===== src/predecode_settings.svh =====
// fixed bundle geometry of 15 parcels with end bits from bit 240 and no wide mode
`ifndef PREDECODE_SETTINGS_SVH
`define PREDECODE_SETTINGS_SVH

// bundle geometry
`define PARCEL_BITS 16
`define BUNDLE_PARCELS 15
`define BUNDLE_BITS 256
`define END_LSB 240

// raw bits kept per instruction slot
`define INSTR_WINDOW_BITS 80

// output slot counts
`define MAX_INSTR 12
`define MAX_JUMPS 4

// wide enough for a count of all 15 parcels
`define RANK_BITS 5

`endif


===== src/predecodePkg.sv =====
// slot layouts are fixed and jump slots keep only the low four class flags
`include "predecode_settings.svh"

package predecodePkg;

  // first two parcels of an instruction
  localparam int SHORT_WINDOW_BITS = 2 * `PARCEL_BITS;

  typedef logic [3:0] lengthCodeT; // bit j set while parcel k+j is not the last one
  typedef logic [3:0] offsetT;     // parcel index
  typedef logic [`RANK_BITS-1:0] rankT;

  // flags may overlap, jump sits in bit 0
  typedef struct packed {
    logic sys;
    logic fpu;
    logic store;
    logic load;
    logic mul;
    logic shift;
    logic alu;
    logic jump;
  } classT;

  typedef struct packed {
    logic [`INSTR_WINDOW_BITS-1:0] raw;
    lengthCodeT                    lengthCode;
    offsetT                        offset;
    classT                         cls;
  } instrSlotT;

  typedef struct packed {
    logic [SHORT_WINDOW_BITS-1:0] raw;
    lengthCodeT                   lengthCode;
    offsetT                       offset;
    logic [3:0]                   cls; // jump, alu, shift, mul
  } jumpSlotT;

endpackage


===== src/parcelClassifier.sv =====
// reduced opcode table on the first byte only; window bits above 7 carry no class information
`timescale 1ns/1ns

module parcelClassifier
  import predecodePkg::*;
(
  input  logic [SHORT_WINDOW_BITS-1:0] window,
  input  lengthCodeT                   lengthCode,
  output classT                        cls
);

  logic [7:0] op;
  logic [5:0] sub;
  logic       longForm;

  // long form groups
  logic lfArith;
  logic lfShift;
  logic lfMem;
  logic lfCondJump;
  logic lfJump;
  logic lfFpu;
  logic lfSys;

  // short form groups
  logic sfJump;
  logic sfAlu;
  logic sfShift;

  assign op       = window[7:0];
  assign sub      = op[5:0];
  assign longForm = lengthCode[0]; // first parcel does not end it

  assign lfArith    = longForm && (op <= 8'd39);
  assign lfShift    = longForm && (op >= 8'd40) && (op <= 8'd45);
  assign lfMem      = longForm && (op[7:5] == 3'b010); // 64..95
  assign lfCondJump = op[7:4] == 4'hA;                 // 160..175
  assign lfJump     = longForm && (lfCondJump || (op == 8'd180) || (op == 8'd181));
  assign lfFpu      = longForm && (op == 8'd240);
  assign lfSys      = longForm && (op == 8'd255);

  assign sfJump  = !longForm && (sub[5:2] == 4'b1100); // 48..51
  assign sfAlu   = !longForm && !sub[5];               // 0..31
  assign sfShift = !longForm && (sub[5:4] == 2'b10);   // 32..47

  // bit 2 splits alu from mul in the low range
  always_comb begin
    cls       = '0;
    cls.jump  = lfJump | sfJump;
    cls.alu   = (lfArith & ~op[2]) | sfAlu;
    cls.shift = lfShift | sfShift;
    cls.mul   = lfArith & op[2];
    cls.load  = lfMem & ~op[0];
    cls.store = lfMem & op[0];
    cls.fpu   = lfFpu;
    cls.sys   = lfSys;
  end

endmodule


===== config.mk =====
export PLATFORM = sky130hd
export DESIGN_NAME = parcelClassifier
export DESIGN_NICKNAME = d
export VERILOG_FILES = /design/src/predecodePkg.sv /design/src/parcelClassifier.sv
export VERILOG_INCLUDE_DIRS = /design/src /design/src/src
export SDC_FILE = /design/constraint.sdc
export NUM_CORES = 1
export LEC_CHECK = 0
export BUFFER_PORTS_ARGS = -buffer_cell sky130_fd_sc_hd__buf_4
export CELL_PAD_IN_SITES_DETAIL_PLACEMENT = 1
export CELL_PAD_IN_SITES_GLOBAL_PLACEMENT = 1
export CORE_UTILIZATION = 12
export DETAILED_ROUTE_END_ITERATION = 6
export PLACE_DENSITY = 0.95
export SLEW_MARGIN = 20
export SYNTH_ARGS = -nofsm -noshare
export SYNTH_HDL_FRONTEND = slang
export SYNTH_SLANG_ARGS = --single-unit
export TNS_END_PERCENT = 5

===== constraint.sdc =====
create_clock -name vclk -period 2.3
set_input_delay 0.23 -clock vclk [all_inputs]
set_output_delay 0.23 -clock vclk [all_outputs]
set_load 0.01 [all_outputs]

==> results.rst <==
.. list-table::
   :header-rows: 1

   * - Metric
     - Value
   * - Total core area
     - 1320 um^2
   * - Final cycle utilization of the critical path
     - 59.0%
   * - Area of combinational cells with multiple inputs
     - 155 um^2
   * - Top area cells in the synthesized netlist
     - sky130_fd_sc_hd__buf_4 (8.6%), sky130_fd_sc_hd__nand2_1 (8.6%), sky130_fd_sc_hd__nor2_1 (8.6%), sky130_fd_sc_hd__or4_1 (8.6%), sky130_fd_sc_hd__or3_4 (6.5%)
   * - Area share of the largest cell type after synthesis
     - 8.63%
   * - Startpoint type of the worst setup path
     - input pin
   * - RSZ-0062 raised after global routing
     - false
   * - Total global routing track utilization
     - 8.79%
   * - Placed insts
     - 58
   * - Warnings, synthesis
     - 0
   * - Post-detailed-routing wire length
     - 632 um
   * - Violation count after the first detailed-route iteration
     - 6
   * - Routed via count
     - 263
   * - Largest area contributor in the synthesized netlist
     - sky130_fd_sc_hd__buf_4
   * - Filler-free cell count of the finished design
     - 58
   * - Pin count of the biggest net entering global routing
     - 8
   * - VDD IR-drop max
     - 0.0362 mV
   * - Data required, critical path
     - 2.07 ns
   * - Relative max-transition margin
     - 83.4%
   * - Static Leakage
     - 0.131 nW
   * - Finished layout cell area
     - 305 um^2
   * - Hold buffer count at cts
     - 0
   * - Total die area
     - 1610 um^2
   * - Type of the worst min-delay path
     - input pin to primary output
   * - Die height
     - 40.1 um
   * - Synth-to-layout area growth
     - 75.5%
   * - Tmin final
     - 1.36 ns
   * - Remaining antenna violation count
     - 0
   * - Smallest hold slack
     - 0.737 ns
   * - CTS resizes
     - 0
   * - Number of clock-tree buffers in the layout
     - 0
   * - Fraction of layout cells with a size suffix above 1
     - 53.5%
   * - Layout net count
     - 81
   * - Distinct cells, synth
     - 19
   * - Instance area after placement
     - 305 um^2
   * - Estimated wirelength of the detail-placed design
     - 558 um
   * - Synthesized Nets
     - 64
   * - Final Hold Violating Endpoints
     - 0
   * - Number of antenna diodes
     - 0
   * - Combined flip-flop and latch cell area
     - 0 um^2
   * - Register area share after synthesis
     - 0%
   * - Wire length of the first global-routing pass
     - 1040 um
   * - Hold depth
     - 3
   * - DRC violations left
     - 0
   * - Cell row count
     - 13
   * - Synth Area per Inst
     - 6.21 um^2
   * - Sum of overflow across all layers after global routing
     - 0
   * - Setup violators final
     - 0
   * - Via count of the first global-routing pass
     - 246
   * - Critical Path Sink Type
     - primary output
   * - Wire per inst
     - 10.9 um
   * - Syn Inst Count
     - 28
   * - Antenna violations before repair
     - 0
   * - Num ports
     - 44
   * - Run status
     - finished, final reports clean
   * - Fin Setup TNS
     - 0 ns
   * - Max Cap Violations
     - 0
   * - Post-layout util
     - 23.2%
   * - Slew Limit Fails
     - 0
   * - Mapped cell area
     - 174 um^2
   * - Peak clock frequency supported by timing
     - 737 MHz
   * - Initial core utilization
     - 13.2%
   * - Flip-flop and latch count
     - 0
   * - Die width
     - 40.1 um
   * - Data arrival, critical path
     - 1.13 ns
   * - Actual transition at the worst max-transition pin
     - 0.245 ns
   * - Maximum fanout along the worst path
     - 6
   * - Cell Pwr Density
     - 136 nW/um^2
   * - Detailed Routing Iterations Pass 1
     - 2
   * - Setup repair bufs after CTS
     - 0
   * - Vias per Instance
     - 4.53
   * - Weighted congestion at the end of routability-driven global placement
     - 0.666
   * - Most frequent cells after synthesis
     - sky130_fd_sc_hd__nand2_1 (4), sky130_fd_sc_hd__nor2_1 (4), sky130_fd_sc_hd__a21oi_1 (2), sky130_fd_sc_hd__buf_4 (2), sky130_fd_sc_hd__or4_1 (2)
   * - # fillers
     - 163
   * - Number of buffers inserted by port buffering
     - 17
   * - Worst Setup Path Type
     - input pin to primary output
kinds of logic (layout without fill, tap and decap cells):
logic type,count (synthesis),count (layout),share of synthesized area [%]
and+or+nand+nor,19,19,67.6
buffers and inverters,3,18,10.8
AOI/OAI and AO/OA,6,6,21.6
routing by layer:
metal,track usage [%],routed length (um)
met1,13.0,276
met2,14.9,305
met3,0,50
met4,0,0
met5,0,0
through the flow:
step                setup WS, ns  total power, mW
global route               0.904           0.0461
floorplan                   1.13           0.0140
detailed placement         0.946           0.0420
CTS                        0.942           0.0421
finish                     0.943           0.0416
global placement           0.971           0.0405
cells in the final DEF (no fill, tap or decap), types with 2 or more instances in the layout:
master and instances:
sky130_fd_sc_hd__or4_1 2, sky130_fd_sc_hd__a21oi_1 2, sky130_fd_sc_hd__nand2_1 4, sky130_fd_sc_hd__buf_4 17, sky130_fd_sc_hd__nor2_1 4
power breakdown:
part           switching (mW)  internal [mW]
sequential                  0              0
clock                       0              0
combinational          0.0203         0.0213
total                  0.0203         0.0213
critical path: stages:
cell	delay, ns
sky130_fd_sc_hd__buf_4	0.13
sky130_fd_sc_hd__or4_1	0.52
sky130_fd_sc_hd__o21ai_1	0.10
sky130_fd_sc_hd__buf_4	0.14
layout make-up:
| class | count | share of cell area, % |
|---|---|---|
| inverters | 1 | 1.23 |
| well taps | 15 | 6.15 |
| repair buffers | 17 | 41.8 |
| multi-input cells | 25 | 50.8 |
path summary, 6_finish.rpt:
path              endpoint      start  slack (ns)
setup / recovery    cls[0]  window[2]        0.94
hold / removal      cls[4]  window[0]        0.74
(Power assumes the default switching activity.)
