**config.mk**
```make
export PLATFORM = sky130hd
export DESIGN_NAME = reqAckControl
export DESIGN_NICKNAME = d
export VERILOG_FILES = /design/src/predecodePkg.sv /design/src/reqAckControl.sv
export VERILOG_INCLUDE_DIRS = /design/src /design/src/src
export SDC_FILE = /design/constraint.sdc
export NUM_CORES = 1
export LEC_CHECK = 0
export BUFFER_PORTS_ARGS = -buffer_cell sky130_fd_sc_hd__buf_4
export CORE_AREA = 3 3 204 206
export DETAILED_ROUTE_END_ITERATION = 6
export DIE_AREA = 0 0 207 209
export PLACE_DENSITY = 0.49
export SYNTH_ARGS = -nofsm -noshare
export SYNTH_HDL_FRONTEND = slang
export SYNTH_SLANG_ARGS = --single-unit
```
**constraint.sdc**
```tcl
create_clock -name clk -period 24.5 [get_ports clk]
set_clock_uncertainty 0.05 [all_clocks]
set_input_delay 0 -clock clk [delete_from_list [all_inputs] [get_ports clk]]
set_output_delay 0 -clock clk [all_outputs]
set_load 0.1 [all_outputs]
```
**src/predecode_settings.svh**
```systemverilog
// fixed bundle geometry of 15 parcels with end bits from bit 240 and no wide mode
`ifndef PREDECODE_SETTINGS_SVH
`define PREDECODE_SETTINGS_SVH

// bundle geometry
`define PARCEL_BITS 16
`define BUNDLE_PARCELS 15
`define BUNDLE_BITS 256
`define END_LSB 240

// raw bits kept per instruction slot
`define INSTR_WINDOW_BITS 80

// output slot counts
`define MAX_INSTR 12
`define MAX_JUMPS 4

// wide enough for a count of all 15 parcels
`define RANK_BITS 5

`endif

```
**src/predecodePkg.sv**
```systemverilog
// slot layouts are fixed and jump slots keep only the low four class flags
`include "predecode_settings.svh"

package predecodePkg;

  // first two parcels of an instruction
  localparam int SHORT_WINDOW_BITS = 2 * `PARCEL_BITS;

  typedef logic [3:0] lengthCodeT; // bit j set while parcel k+j is not the last one
  typedef logic [3:0] offsetT;     // parcel index
  typedef logic [`RANK_BITS-1:0] rankT;

  // flags may overlap, jump sits in bit 0
  typedef struct packed {
    logic sys;
    logic fpu;
    logic store;
    logic load;
    logic mul;
    logic shift;
    logic alu;
    logic jump;
  } classT;

  typedef struct packed {
    logic [`INSTR_WINDOW_BITS-1:0] raw;
    lengthCodeT                    lengthCode;
    offsetT                        offset;
    classT                         cls;
  } instrSlotT;

  typedef struct packed {
    logic [SHORT_WINDOW_BITS-1:0] raw;
    lengthCodeT                   lengthCode;
    offsetT                       offset;
    logic [3:0]                   cls; // jump, alu, shift, mul
  } jumpSlotT;

endpackage

```
**src/reqAckControl.sv**
```systemverilog
// one bundle in flight and inputs must stay stable while req is high; ack follows two edges later
`timescale 1ns/1ns
`include "predecode_settings.svh"

module reqAckControl
  import predecodePkg::*;
(
  input  logic                    clk,
  input  logic                    reset,
  input  logic                    req,
  input  logic [`BUNDLE_BITS-1:0] bundle,
  input  offsetT                  startOff,
  output logic [`BUNDLE_BITS-1:0] bundleReg,
  output offsetT                  startOffReg,
  output logic                    loadResult,
  output logic                    ack
);

  typedef enum logic [1:0] {
    IDLE,
    BUSY,
    DONE
  } stateT;

  stateT state;
  stateT stateNext;
  logic  capture;

  assign capture = (state == IDLE) && req;

  always_comb begin
    stateNext = state;
    case (state)
      IDLE: begin
        if (capture) begin
          stateNext = BUSY;
        end
      end
      BUSY: begin
        stateNext = DONE; // scan settles within this cycle
      end
      DONE: begin
        if (!req) begin
          stateNext = IDLE;
        end
      end
      default: begin
        stateNext = IDLE;
      end
    endcase
  end

  always_ff @(posedge clk) begin
    if (reset) begin
      state <= IDLE;
    end else begin
      state <= stateNext;
    end
  end

  // captured on entry to busy
  always_ff @(posedge clk) begin
    if (capture) begin
      bundleReg   <= bundle;
      startOffReg <= startOff;
    end
  end

  assign loadResult = (state == BUSY); // single cycle pulse
  assign ack        = (state == DONE); // held until req drops

endmodule

```
==> results by group <==
Outcome
  – Run status: completed

Setup path
  – WP data arrival: 2.71 ns
  – Critical path required time: 24.62 ns
  – Worst Path Max Fanout: 70
  – Worst Reg-to-Reg Cells: 4
  – CP startpoint kind: register
  – Crit Path Category: register to register
  – Crit end category: register

CTS
  – Root buf cell: clkbuf_16
  – Clk sinks: 262
  – # resized after CTS: 0
  – H-tree depth: 1
  – CTS max path bufs: 3
  – Post-CTS setup repair buffer count: 0
  – Clk_lat worst skew: 0.55 ns
  – CTS tree: built
  – Clk slew on worst S/H paths: 0.06 ns
  – CTS Buf Count: 29

Floorplanning
  – Die H: 209 um
  – Initial Util: 19.9%
  – Die outline area: 43,300 sq um
  – Io pins: 525
  – Die X: 207 um
  – Std cell rows: 73
  – CORE AREA: 39,800 sq um

Routing
  – Vias per Instance: 3.63
  – DRT iter0 DRCs: 210
  – Drt wl/cell: 16.7 um
  – Detail Route Antenna Nets: 0
  – WL final: 27,400 um
  – DRC viols: 0
  – DRT Pass-1 Iters: 4
  – DR vias: 5,961

Placement
  – PortBufs: 524
  – Pre-CTS setup slack: 21.95 ns
  – Placed cells: 1,323
  – Final RePlAce weighted congestion: 0.748
  – HPWL after DPL: 19,400 um

Final layout
  – Fillers: 3,592
  – Final net count: 1,355
  – Area Overhead vs Synth: 104%
  – Final Non-Filler Cells: 1,641
  – Proportion of layout cells with a drive suffix above 1: 51.5%

Timing
  – Final min period: 2.58 ns
  – Unrepaired setup endpoints after global routing: false
  – Slew HR: 36.0%
  – Slew of the pin with the lowest slew margin: 0.960 ns
  – Slew Limit Fails: 0
  – Final setup viols: 0
  – Tcrit/Tclk final: 10.5%
  – Final worst setup slack: 21.92 ns
  – Hold Fails Final Rpt: 0
  – Setup TNS: 0 ns
  – FMAX: 0.387 GHz

Logic synthesis
  – Syn avg cell area: 29.3 sq um
  – Synthesized flop and latch total: 262
  – Netlist cell types: 10
  – Post-Syn Area: 7910 sq um
  – Ys Warns: 0
  – Mapped Cells: 270
  – Sequential element share of the synthesized area: 99.3%
  – Synthesized Nets: 533

Pwr
  – Static leakage: 6.63 nW
  – Power density cells: 80.2 nW/um^2
  – Net Sw Frac: 32.7%
  – Internal power: 868 uW
  – Clk pwr share: 32.6%
  – Sequential Power Share: 41.8%
  – Sw Pwr: 422 uW
  – Combinational group share of total power: 25.6%
  – Worst IR drop on VDD: 0.0645 mV
  – Total power: 1.29 mW

Global route
  – Global-route wire length before repair: 40,600 um
  – Initial antenna violation count: 1
  – Largest net degree at the start of global routing: 80
  – Gr ovfl total: 0
  – Total track usage: 12.0%
  – Vias in the first global route: 6,822

Hold path
  – Worst hold path stage count: 2
  – HP Class: primary input to register

Job
  – Max-cap viol count: 0
power groups by stage:
stage                     Sequential [mW]  Combinational (mW)  Clock [mW]
after floorplan                     0.761              0.0119           0
after global placement              0.548               0.296           0
after detailed placement            0.549               0.296           0
after CTS                           0.540               0.332       0.435
after global routing                0.542               0.339       0.454
final                               0.539               0.330       0.421
state kept, by name, indices dropped and copies added (netlist names):
register and count:
bundleReg 256, startOffReg 4, state 2
critical path, stage by stage, from the launching register on:
cell	delay, ns
dfxtp_1	0.33
nand2b_4	0.16
nor2_4	0.09
buf_4	0.68
buf_4	0.77
cell type report:
cell class | instances | area (sq um) | area share [%]
flip-flops and latches | 262 | 7850 | 48.8
well taps | 525 | 657 | 4.08
multi-input cells | 7 | 61.3 | 0.381
diodes | 1 | 2.50 | 0.0155
repair buffers | 791 | 6600 | 41.0
clock buffers | 42 | 815 | 5.06
inverters | 1 | 3.75 | 0.0233
clock inverters | 12 | 113 | 0.700
cell families after synthesis:
| family | share of synthesized area (%) |
|---|---|
| DFF | 99.3 |
| buffers and inverters | 0.0474 |
| and+or+nand+nor | 0.570 |
| AOI/OAI and AO/OA | 0.111 |
per-stage QoR:
stage / util [%] / hold slack [ns] / cell area, sq um
floorplan: - / 0.0124 / 7910
finish: 40.4 / 0.112 / 16100
global placement: 31.5 / 0.119 / 12500
detailed placement: 31.5 / 0.119 / 12500
CTS: 40.4 / 0.0750 / 16100
global route: 40.4 / 0.0852 / 16100
routing by layer:
layer	track usage (%)	part of all wire, %
met2	22.3	53
met4	3.28	2.7
met1	12.7	36
met3	4.44	8.7
met5	0	0
cells in the final DEF, fill, tap and decap left out:
master         instances
clkinv_2               5
edfxtp_1             260
clkinvlp_4             1
diode_2                1
nand3b_1               1
nor3_1                 1
clkbuf_8               4
nor2_4                 1
dfxtp_1                2
a21oi_2                1
nand2b_4               1
inv_1                  1
buf_4                528
nand2b_1               1
clkbuf_16             29
bufinv_16              2
inv_6                  1
dlygate4sd3_1        263
and2b_2                1
clkinv_1               3
clkbuf_1               9
synth_stat cells:
cell | number | area [sq um]
inv_1 | 1 | 3.75
nor2_1 | 1 | 3.75
edfxtp_1 | 260 | 7810
nand2b_4 | 1 | 13.8
dfxtp_1 | 2 | 40.0
nand3b_1 | 1 | 7.51
and2b_2 | 1 | 8.76
a21oi_2 | 1 | 8.76
nand2b_1 | 1 | 6.26
nor3_1 | 1 | 5.00
timing repair:
action                                  CTS  global route
hold buffers                            263             0
endpoints found under the hold margin   262             0
endpoints found under the setup margin    0             0
final timing paths:
| check | start | slack (ns) | to |
|---|---|---|---|
| worst max register to register | state[0]$_SDFFE_PP0P_ | 21.92 | bundleReg[215]$_DFFE_PP_ |
| worst max-delay path | state[0]$_SDFFE_PP0P_ | 21.92 | bundleReg[215]$_DFFE_PP_ |
| worst min register to register | state[1]$_SDFFE_PP0P_ | 0.53 | state[0]$_SDFFE_PP0P_ |
| worst min-delay path | bundle[226] | 0.11 | bundleReg[226]$_DFFE_PP_ |
No activity file was read; power rests on OpenSTA's default activity.
