<file path="config.mk">
export PLATFORM = sky130hd
export DESIGN_NAME = slotCompactor
export DESIGN_NICKNAME = d
export VERILOG_FILES = /design/src/predecodePkg.sv /design/src/slotCompactor.sv
export VERILOG_INCLUDE_DIRS = /design/src /design/src/src
export SDC_FILE = /design/constraint.sdc
export NUM_CORES = 1
export LEC_CHECK = 0
export BUFFER_PORTS_ARGS = -buffer_cell sky130_fd_sc_hd__buf_2
export CAP_MARGIN = 20
export CORE_MARGIN = 4
export CORE_UTILIZATION = 45
export CTS_BUF_LIST = sky130_fd_sc_hd__clkbuf_8
export CTS_CLUSTER_SIZE = 16
export DETAILED_ROUTE_END_ITERATION = 8
export PLACE_DENSITY = 0.83
export RECOVER_POWER = 50
export SLEW_MARGIN = 20
export SYNTH_ARGS = -nofsm -noshare
export SYNTH_HDL_FRONTEND = slang
export SYNTH_SLANG_ARGS = --single-unit
</file>
<file path="constraint.sdc">
create_clock -name clk -period 2.7 [get_ports clk]
set_input_delay 0.27 -clock clk [delete_from_list [all_inputs] [get_ports clk]]
set_output_delay 0.27 -clock clk [all_outputs]
set_load 0.02 [all_outputs]
</file>
<file path="src/predecode_settings.svh">
// fixed bundle geometry of 15 parcels with end bits from bit 240 and no wide mode
`ifndef PREDECODE_SETTINGS_SVH
`define PREDECODE_SETTINGS_SVH

// bundle geometry
`define PARCEL_BITS 16
`define BUNDLE_PARCELS 15
`define BUNDLE_BITS 256
`define END_LSB 240

// raw bits kept per instruction slot
`define INSTR_WINDOW_BITS 80

// output slot counts
`define MAX_INSTR 12
`define MAX_JUMPS 4

// wide enough for a count of all 15 parcels
`define RANK_BITS 5

`endif

</file>
<file path="src/predecodePkg.sv">
// slot layouts are fixed and jump slots keep only the low four class flags
`include "predecode_settings.svh"

package predecodePkg;

  // first two parcels of an instruction
  localparam int SHORT_WINDOW_BITS = 2 * `PARCEL_BITS;

  typedef logic [3:0] lengthCodeT; // bit j set while parcel k+j is not the last one
  typedef logic [3:0] offsetT;     // parcel index
  typedef logic [`RANK_BITS-1:0] rankT;

  // flags may overlap, jump sits in bit 0
  typedef struct packed {
    logic sys;
    logic fpu;
    logic store;
    logic load;
    logic mul;
    logic shift;
    logic alu;
    logic jump;
  } classT;

  typedef struct packed {
    logic [`INSTR_WINDOW_BITS-1:0] raw;
    lengthCodeT                    lengthCode;
    offsetT                        offset;
    classT                         cls;
  } instrSlotT;

  typedef struct packed {
    logic [SHORT_WINDOW_BITS-1:0] raw;
    lengthCodeT                   lengthCode;
    offsetT                       offset;
    logic [3:0]                   cls; // jump, alu, shift, mul
  } jumpSlotT;

endpackage

</file>
<file path="src/slotCompactor.sv">
// rank must be the inclusive count of sel, so the last rank is the number of selected items
`timescale 1ns/1ns
`include "predecode_settings.svh"

module slotCompactor
  import predecodePkg::*;
#(
  parameter type payloadT = logic [7:0],
  parameter int  SLOTS    = 4
) (
  input  logic                       clk,
  input  logic                       reset,
  input  logic                       loadResult,
  input  payloadT                    payload [`BUNDLE_PARCELS],
  input  logic [`BUNDLE_PARCELS-1:0] sel,
  input  rankT                       rank [`BUNDLE_PARCELS],
  output payloadT                    slot [SLOTS],
  output logic [SLOTS-1:0]           slotEn,
  output logic                       overflow
);

  payloadT slotNext [SLOTS];
  rankT    total;

  assign total = rank[`BUNDLE_PARCELS-1];

  // slot r takes the item ranked r+1, empty slots stay zero
  always_comb begin
    for (int r = 0; r < SLOTS; r++) begin
      slotNext[r] = '0;
      for (int k = 0; k < `BUNDLE_PARCELS; k++) begin
        if (sel[k] && (rank[k] == rankT'(r + 1))) begin
          slotNext[r] = payload[k];
        end
      end
    end
  end

  always_ff @(posedge clk) begin
    if (loadResult) begin
      slot <= slotNext;
    end
  end

  always_ff @(posedge clk) begin
    if (reset) begin
      slotEn   <= '0;
      overflow <= 1'b0;
    end else if (loadResult) begin
      for (int r = 0; r < SLOTS; r++) begin
        slotEn[r] <= total > rankT'(r); // thermometer
      end
      overflow <= total > rankT'(SLOTS);
    end
  end

endmodule

</file>
==> metrics.txt <==
status=finished, violations left; violated checks=capacitance limit, slew limit; FFs w/ async S/R, synth=0; Maximum Capacitance Violations=1; post-route clock period utilization=0.8668; Max stage delay on crit path=0.59 ns; area added between synthesis and finish=28.89%; placed instance count=1440; Pint=1.279 mW; Power Density=239.3 nW/um2; DRT Pass-1 Iters=7; worst endpoint data arrival time=about 2.5 ns; max-slew violation count=39; total congestion overflow after global routing=0; y dimension of the die=130.7 um; final core utilization=0.5962; Num Clock Sinks=37; Vias=between 10000 and 15000; final net count=1476; via count of the first global-routing pass=~9000; leakage power=between 3 and 4 nW; Worst Setup Slack, final=0.3595 ns; part of the total power dissipated in combinational logic=0.406; cts hold-fix bufs=0; buffer cell driving the clock tree root=sky130_fd_sc_hd__clkbuf_8; final cell count without fillers=1448; worst hold start=reset; final antenna diode count=0; top cell type's share of synthesized area=0.1419; DR WL/cell=approximately 25 um; worst hold margin=0.1860 ns; type of the worst setup path=primary input to flop; largest clock skew in the final design=0 ns; core area=14640 um2; residual DRC count=0; Max-slew headroom=-0.5557; Syn Inst Count=974; crit path cell chain=buf_2, or4b_4, a2111oi_4, a221o_1, o2111ai_1, a2111oi_2, o21a_1; portion of total power attributed to sequential cells=0.344; Post-Synthesis Mean Instance Area=6.955 um2; unrepaired setup endpoints after global routing=false; Synth Warn #=0; number of levels in the clock H-tree=2; Clk Latency, worst-skew pair=about 0.31 ns; cell type with the largest total area after synthesis=sky130_fd_sc_hd__edfxtp_1; total of endpoints with negative setup slack in the final report=0; slowest stage cell, crit path=sky130_fd_sc_hd__a2111oi_4; post-CTS sizing=0; syn_nets=1187; number of enable-type register cells in the synthesized netlist=32; minimum setup slack among reg-to-reg paths=1.93 ns; DRC marker count from the first detailed-route iteration=1533; clock network fraction of design power=0.249; most frequent standard cell in the layout excluding fill and tap cells=sky130_fd_sc_hd__buf_2; Die Span X=130.7 um; xor/xnor cell area share of the yosys netlist=0; basic-gate share of the synthesized area counting and, or, nand and nor cells=0.3894; Num CTS Buffers=5; count of different cell masters after synthesis=87; Min Clock Period, post-route=2.340 ns; global-route wire length before repair=52.98 mm; worst slack, placed=0.1014 ns; transition time at the pin with the least slew margin=2.334 ns; layout cell share with drive strength beyond 1=0.2888; TritonCTS clock tree=done; switching power of the nets=809.4 uW; compound-gate portion of the synthesized area=0.3966; # port buffers=between 200 and 250; total of flip-flops plus latches after synthesis=37; placer's final routability congestion estimate=1.051; Worst Hold Path Cells=2; post-synthesis sequential area ratio=0.1566; io pins=250; worst-path maximum fanout=7; CP startpoint kind=primary input; path category of the worst min-delay check=primary input to flop; vias per cell=around 7; post-synthesis cell area=6774 um2; mux cell area share after synthesis=0.01348; total negative slack for setup checks=0 ns; ys flop type=sky130_fd_sc_hd__edfxtp_1; GRT Total Usage=0.4050; Fin. Hold Viols=0; Starting Density=0.4626; largest net degree at the start of global routing=39; Total Die Area=around 17000 um2; R2R depth=2; hold worst-path end=overflow; Post-CTS Repair Setup Buffers=0; initial antenna violation count=2; critical register-to-register path startpoint=slotEn[1]; wirelength, routed=36.27 mm; dominant combinational cell family by area after synthesis=compound AO/OA/AOI/OAI gates; row cnt=44; commonest cells after routing, fill and taps aside=sky130_fd_sc_hd__buf_2 (229), sky130_fd_sc_hd__nor2_1 (117), sky130_fd_sc_hd__nand2_1 (87); CTS clk-pin slew, worst paths=0.09 ns; maximum vdd ir drop=0.0002502 V; Worst setup EP type=flop; synth top area cells=sky130_fd_sc_hd__edfxtp_1 (14%), sky130_fd_sc_hd__nor2_1 (6.5%), sky130_fd_sc_hd__o21ai_0 (6.0%); detailed placer's ending HPWL=30.34 mm; adder-cell share of the synthesized area=0; proportion of total power due to net switching=0.3875; count of nets left with antenna violations after detail routing=0; maximum clock frequency=427.3 MHz; maximum count of clock buffers along a single path=2; capturing point of the worst reg2reg path=slotEn[1]; Data required, critical path=2.88 ns
cell type report:
class | count | area, um2
sequential | 37 | 1061
clock buffer | 5 | 68.82
clock inverter | 3 | 41.29
inverter | 20 | 75.07
tap | 184 | 230.2
multi-input combinational | 868 | 5421
fill | 1455 | 5913
timing repair buffer | 331 | 1833
power groups by stage:
stage	logic (mW)	clock network, mW	registers (mW)
2_1_floorplan	0.267	0	0.790
3_3_place_gp	0.825	0	0.728
3_5_place_dp	0.829	0	0.728
4_1_cts	0.832	0.512	0.715
5_1_grt	0.899	0.532	0.721
6_report	0.849	0.521	0.719
per-stage QoR:
step	instance area (um2)	power, mW
floorplan	6774	1.057
global placement	8650	1.552
detailed placement	8650	1.557
CTS	8760	2.059
global route	8731	2.152
finish	8731	2.089
logic make-up after synthesis:
| family | after synthesis |
|---|---|
| flops | 37 |
| compound gates | 377 |
| mux | 9 |
| buf+inv | 69 |
| simple gates | 482 |
per-layer routing:
layer,GRT usage,vias to the layer above,part of all wire
met5,0,-,0.00074
met3,0.08618,177,0.12
li1,-,4479,-
met2,0.6821,842,0.46
met4,0.2299,4,0.066
met1,0.4766,4560,0.36
worst max-delay path by stage:
stage	slack, ns	to	from	cells past startpoint
floorplan	0.50	slot[3]	rank[23]	6
global placement	0.17	slot[13]	rank[74]	7
detailed placement	0.10	slot[31]	rank[47]	7
CTS	0.40	slot[13]	rank[74]	7
global route	0.24	slot[13]	rank[74]	7
finish	0.36	slot[13]	rank[74]	7
worst max-delay path, delay by kind of cell:
| kind | cells | cell delay, ns |
|---|---|---|
| buffers and inverters | 1 | 0.11 |
| AO/OA/AOI/OAI | 5 | 1.58 |
| AND/OR/NAND/NOR | 1 | 0.56 |
synthesized netlist by cell type (all sizes together) (4+ instances only):
library cell and number:
and3 41, nor4b 16, nand3 57, a21o 5, nor3 42, o2111ai 4, o211a 4, buf 13
nand4 8, a22oi 7, mux2i 8, edfxtp 32, nor2 119, or4b 13, inv 20, nand2 88
o221ai 12, nor3b 24, a311oi 19, o211ai 15, o22ai 23, a311o 6, or3 5, a211oi 31
a221oi 21, o21ai 83, nand2b 18, nor2b 8, nand3b 10, nand4b 4, a211o 7, a2111oi 11
o31ai 5, dfxtp 5, a21oi 62, o221a 16, a22o 10, a31oi 9, clkbuf 35, a2bb2oi 4
o21a 5, or2 6, and2 7
sequential cells by signal (all words and copies together), names as in the netlist:
| register | cells |
|---|---|
| overflow | 1 |
| slot | 32 |
| slotEn | 4 |
(Power assumes the default switching activity.)
