[config.mk]
export PLATFORM = sky130hd
export DESIGN_NAME = boundaryScan
export DESIGN_NICKNAME = d
export VERILOG_FILES = /design/src/predecodePkg.sv /design/src/boundaryScan.sv
export VERILOG_INCLUDE_DIRS = /design/src /design/src/src
export SDC_FILE = /design/constraint.sdc
export NUM_CORES = 1
export LEC_CHECK = 0
export CAP_MARGIN = 20
export CORE_AREA = 10 10 230 232
export DETAILED_ROUTE_END_ITERATION = 10
export DIE_AREA = 0 0 240 242
export DONT_BUFFER_PORTS = 1
export PLACE_DENSITY = 0.3
export SYNTH_ARGS = -nofsm -noshare
export SYNTH_HDL_FRONTEND = slang
export SYNTH_SLANG_ARGS = --single-unit
export TNS_END_PERCENT = 5
[constraint.sdc]
create_clock -name vclk -period 9.9
set_clock_uncertainty 0.15 [all_clocks]
set_input_delay 0.99 -clock vclk [all_inputs]
set_output_delay 0.99 -clock vclk [all_outputs]
set_load 0.05 [all_outputs]
[src/predecode_settings.svh]
// fixed bundle geometry of 15 parcels with end bits from bit 240 and no wide mode
`ifndef PREDECODE_SETTINGS_SVH
`define PREDECODE_SETTINGS_SVH

// bundle geometry
`define PARCEL_BITS 16
`define BUNDLE_PARCELS 15
`define BUNDLE_BITS 256
`define END_LSB 240

// raw bits kept per instruction slot
`define INSTR_WINDOW_BITS 80

// output slot counts
`define MAX_INSTR 12
`define MAX_JUMPS 4

// wide enough for a count of all 15 parcels
`define RANK_BITS 5

`endif

[src/predecodePkg.sv]
// slot layouts are fixed and jump slots keep only the low four class flags
`include "predecode_settings.svh"

package predecodePkg;

  // first two parcels of an instruction
  localparam int SHORT_WINDOW_BITS = 2 * `PARCEL_BITS;

  typedef logic [3:0] lengthCodeT; // bit j set while parcel k+j is not the last one
  typedef logic [3:0] offsetT;     // parcel index
  typedef logic [`RANK_BITS-1:0] rankT;

  // flags may overlap, jump sits in bit 0
  typedef struct packed {
    logic sys;
    logic fpu;
    logic store;
    logic load;
    logic mul;
    logic shift;
    logic alu;
    logic jump;
  } classT;

  typedef struct packed {
    logic [`INSTR_WINDOW_BITS-1:0] raw;
    lengthCodeT                    lengthCode;
    offsetT                        offset;
    classT                         cls;
  } instrSlotT;

  typedef struct packed {
    logic [SHORT_WINDOW_BITS-1:0] raw;
    lengthCodeT                   lengthCode;
    offsetT                       offset;
    logic [3:0]                   cls; // jump, alu, shift, mul
  } jumpSlotT;

endpackage

[src/boundaryScan.sv]
// end bits past parcel 14 read as zero so trailing length codes show not-end bits
`timescale 1ns/1ns
`include "predecode_settings.svh"

module boundaryScan
  import predecodePkg::*;
(
  input  logic [`BUNDLE_BITS-1:0]    bundleReg,
  input  offsetT                     startOffReg,
  input  classT                      cls [`BUNDLE_PARCELS],
  output lengthCodeT                 lengthCode [`BUNDLE_PARCELS],
  output logic [`BUNDLE_PARCELS-1:0] isInstr,
  output logic [`BUNDLE_PARCELS-1:0] isJump,
  output rankT                       instrRank [`BUNDLE_PARCELS],
  output rankT                       jumpRank [`BUNDLE_PARCELS]
);

  localparam int N = `BUNDLE_PARCELS;

  logic [N-1:0] endBit;
  logic [N+2:0] endPad;
  logic [N-1:0] startMask; // raw starts before the offset cut
  logic [N-1:0] offMask;

  assign endBit    = bundleReg[`END_LSB +: N];
  assign endPad    = {3'b000, endBit};
  assign startMask = {endBit[N-2:0], 1'b1}; // parcel 0 always starts

  always_comb begin
    for (int k = 0; k < N; k++) begin
      offMask[k]    = (k >= int'(startOffReg));
      lengthCode[k] = ~endPad[k +: 4];
    end
  end

  assign isInstr = startMask & offMask;

  always_comb begin
    for (int k = 0; k < N; k++) begin
      isJump[k] = isInstr[k] & cls[k].jump;
    end
  end

  // inclusive running counts up to each parcel
  always_comb begin : rankCount
    rankT instrRun;
    rankT jumpRun;
    instrRun = '0;
    jumpRun  = '0;
    for (int k = 0; k < N; k++) begin
      instrRun     = instrRun + rankT'(isInstr[k]);
      jumpRun      = jumpRun + rankT'(isJump[k]);
      instrRank[k] = instrRun;
      jumpRank[k]  = jumpRun;
    end
  end

endmodule

==> impl_metrics.ini, run 1 <==
[outcome]
status = finished clean

[global_route]
grt_first_pass_wirelength_mm = 26.0
grt_overflow = 0
grt_start_max_net_pins = 16
grtUsageTotal_pct = 6.03
grt_pass1_vias = 3331
antenna_found_initial = 1

[sta]
fin_crit_ns = 9.42
maxSlewViolCount = 0
post-route-period-util_pct = 95.2
finalHoldViolCount = 0
setup_violations = 0
hold_slack_ns = 1.95
slew_headroom_pct = 24.2
rsz0062_at_grt = false
tightest_slew_ns = 1.13
setup_tns_ns = 0
finalWorstSetupSlack_ns = 0.480
fmax_mhz = 106

[cells_and_area]
stdcell_count = 1112
synthToLayoutAreaGrowth_pct = 52.8
design.seq.count = 0
drive_gt1_share_pct = 40.2
clkbuf_count = 0
final-seq-area_um2 = 0
num-nets-final = 923

[clock_tree]
cts_resized = 0
post_cts_buffers = 0
hold_buffers = 0

[placement]
placed_cells = 1109
routabilityCongestion = 0.703
io_buffers = 0
pre_cts_slack_ns = 0.424
hpwl_mm = 17.5

[min_path]
min_path_type = in -> out

[die]
std_cell_rows = 81
pin_count = 620
initial_core_util_pct = 7.01
die_w_um = 240
dieArea_mm2 = 0.0581
die_y_um = 242
design.core.area_mm2 = 0.0484

[logic_synthesis]
synth_top_area_share_pct = 18.8
netlist_area_mm2 = 0.00340
synth.most_common_cell = buf_4
avgSynthCellArea_um2 = 7.75
netlist_instances = 438
synth_seq_area_share_pct = 0
synth_common_cells = 67 x buf_4, 51 x ha_1, 44 x inv_1
synthDistinctLibCells = 57
synth.largest_area_cell = ha_1
ys_warn_count = 0
synthTopCellsByArea = ha_1 19%, buf_4 15%, xnor2_1 8.3%

[critical_path]
worstPathRequired_ns = 8.76
arrival_ns = 8.28
crit_fanout = 10
end_kind = output port
worst_setup_path_start_kind = input port
worstSetupPathType = in -> out

[route]
firstDrtPassIters = 4
via_count = 3131
ant_nets = 0
drt-total-wl_mm = 18.8
vias_per_cell = 2.82
wl_per_cell_um = 16.9
drc_errors = 0
drtIter0Drc = 79

[run]
maxCapViolCount = 0
==> worst paths after layout <==
kind | start | end | slack, ns | depth (start not counted)
hold / removal | startOffReg[3] | isInstr[6] | 1.95 | 1
setup / recovery | startOffReg[1] | jumpRank[4] | 0.48 | 22
==> area by class of cell <==
cell class	count	area, µm²
Fill cell	5612	43300
Antenna cell	3	7.51
Multi-Input combinational cell	338	3300
Timing Repair Buffer	104	938
Tap cell	622	778
Inverter	45	169
==> logic make-up after synthesis <==
group / synth area share, %
other cells: 0.221
mux: 1.81
buf+inv: 21.4
xor+xnor: 28.2
compound gates: 10.4
simple gates: 17.4
fa+ha+maj: 20.6
==> metrics by stage <==
| stage | utilization [%] | area (µm²) |
|---|---|---|
| floorplan | - | 4000 |
| global placement | 10.7 | 5180 |
| detailed placement | 10.7 | 5180 |
| CTS | 10.7 | 5180 |
| global route | 10.7 | 5180 |
| finish | 10.7 | 5190 |
==> critical path, stage by stage <==
cell and delay (ns):
nand2_1 0.27, and3_1 0.28, and2_2 0.37, fa_2 0.52
ha_2 0.22, ha_1 0.31, ha_1 0.35, ha_1 0.33
ha_1 0.36, ha_1 0.36, ha_1 0.40, ha_1 0.36
ha_1 0.27, xnor2_1 0.18, xnor2_2 0.78, xnor2_1 0.46
mux2i_1 0.21, a21oi_1 0.25, xor2_2 0.41, o22ai_2 0.21
xnor2_4 0.17, buf_12 0.18
==> routing by layer <==
layer  share of wire (%)  vias up  track usage, %  wire length (µm)
met5                   0        -               0                 0
met4                   0        0               0                 0
met3                  14        0            2.73              2610
met2                  41      226            9.19              7680
met1                  45     1436            8.09              8480
li1                    -     1469               -                 -
==> placed cells by master, fill, tap and decap left out, types with 4 or more instances in the layout <==
cell      n
ha_1     30
xnor2_1  25
nand2_1  32
xor2_1   19
ha_4      8
and2_1   11
nand3_1  21
ha_2     13
xnor2_2  11
a21oi_1  14
nor2_1   12
buf_12   11
o21ai_0  12
conb_1   26
and3_1   10
inv_2    12
nor2b_1   4
inv_1    32
buf_4    92
xor2_2    4
xor2_4    9
xnor2_4   7
mux2i_1   4
==> run 2: changes to the inputs <==
--- a/config.mk
+++ b/config.mk
@@ -7,9 +7,9 @@
 export NUM_CORES = 1
 export LEC_CHECK = 0
 export CAP_MARGIN = 20
-export CORE_AREA = 10 10 230 232
+export CORE_AREA = 2 2 242 244
 export DETAILED_ROUTE_END_ITERATION = 10
-export DIE_AREA = 0 0 240 242
+export DIE_AREA = 0 0 244 246
 export DONT_BUFFER_PORTS = 1
 export PLACE_DENSITY = 0.3
 export SYNTH_ARGS = -nofsm -noshare
==> run 2 against run 1 <==
Effect of this change: wire length fell by 6.2%; cell count is 13% higher; first-iteration DRC count grew 5.1%; largest cell class unchanged; fmax rose by 0.67%; via count down 0.22%; utilization is 1.4 points lower; non-clock buffer count decreased by 3; global-route usage shrank 0.54 points; cell area rose by 2.8%; critical path depth rose by 1; sequential share of layout area is the same; die area up 3.3%.
==> impl_metrics.ini, run 2 (synthesized netlist as in run 1, its figures left out) <==
[critical_path]
cp_top_family = XOR/XNOR gates
worstSetupPathType = in -> out
crit_fanout = 9
end_kind = output port
worst_setup_path_start_kind = input port
worst-path-buf-inv = 4
path_common_cell = ha_1
arrival_ns = 8.22
crit_chain = nand2_1 -> and3_1 -> buf_4 -> fa_2 -> ha_1 -> inv_1 -> fa_1 -> xnor3_1 -> buf_4 -> ha_4 -> ha_1 -> ha_1 -> xor3_1 -> xnor3_1 -> xnor2_4 -> xor3_4 -> nand3_1 -> o21ai_0 -> a22oi_1 -> xor2_1 -> nor2_4 -> xor2_4 -> buf_12
crit_slowest_cell = xor3_4
worstPathRequired_ns = 8.76
cpPeakStageDelay_ns = 0.62

[global_route]
grt_start_max_net_pins = 16
use_met1_pct = 7.64
use_met3_pct = 1.53
grtUsageTotal_pct = 5.49
gr-max-usage-layer = met2
globalRouteMet2Util_pct = 8.66
grt_first_pass_wirelength_mm = 23.7
grt_pass1_vias = 3161
antenna_found_initial = 5
grt_overflow = 0

[run]
maxCapViolCount = 0

[cells_and_area]
synthToLayoutAreaGrowth_pct = 57.1
fillers = 6658
num-nets-final = 920
design.seq.count = 0
clkbuf_count = 0
multiInputGateArea_mm2 = 0.00330
layout_commonest_cell = buf_4
layout_common_cells = 88 x buf_4, 32 x nand2_1, 32 x inv_1
final-seq-area_um2 = 0
drive_gt1_share_pct = 39.5
fin_util_pct = 9.30

[min_path]
min_path_type = in -> out

[sta]
fmax_mhz = 107
maxSlewViolCount = 0
tightest_slew_ns = 1.13
finalHoldViolCount = 0
slew_headroom_pct = 24.3
setup_violations = 0
rsz0062_at_grt = false
fin_crit_ns = 9.36
post-route-period-util_pct = 94.5

[die]
die_y_um = 246
initial_core_util_pct = 5.92
std_cell_rows = 88
design.core.area_mm2 = 0.0574
pin_count = 620
dieArea_mm2 = 0.0600
die_w_um = 244

[route]
vias_per_cell = 2.50
ant_nets = 0
via_count = 3124
firstDrtPassIters = 4
wl_per_cell_um = 14.1
drtIter0Drc = 83
drt-total-wl_mm = 17.6
drc_errors = 0

[placement]
hpwl_mm = 16.2
io_buffers = 0
routabilityCongestion = 0.734

[clock_tree]
hold_buffers = 0
cts_resized = 0
post_cts_buffers = 0

[outcome]
status = finished clean
run 2: cell types whose count changed in the layout (fill, tap and decap cells not counted), sizes merged:
| cell | change |
|---|---|
| buf | -4 |
| clkbuf | +1 |
| diode | -1 |
run 2: cell type report:
type / instances / share of cell area, %
diodes: 2 / 0.0938
multi-input cells: 338 / 61.8
repair buffers: 101 / 17.0
well taps: 765 / 17.9
inverters: 45 / 3.17
run 2: through the flow:
step           hold WS [ns]  setup TNS, ns  cell area, µm²  std cells  setup WS, ns
2_1_floorplan          1.90          -7.19            4000        462        -0.624
3_3_place_gp           1.95              0            5320       1247         0.459
3_5_place_dp           1.95              0            5320       1247         0.445
4_1_cts                1.95              0            5320       1247         0.423
5_1_grt                1.95              0            5330       1250        0.0850
6_report               1.95              0            5330       1251         0.543
run 2: path summary, 6_finish.rpt:
check            from  slack [ns]  cells after the start           end
max    startOffReg[1]        0.54                     23  instrRank[4]
min    startOffReg[3]        1.95                      1    isInstr[5]
run 2: routing by layer:
metal  up-vias  share of wire [%]
li1       1464                  -
met2       223                 42
met5         -                  0
met1      1424                 47
met4         0                1.2
met3        13                9.5
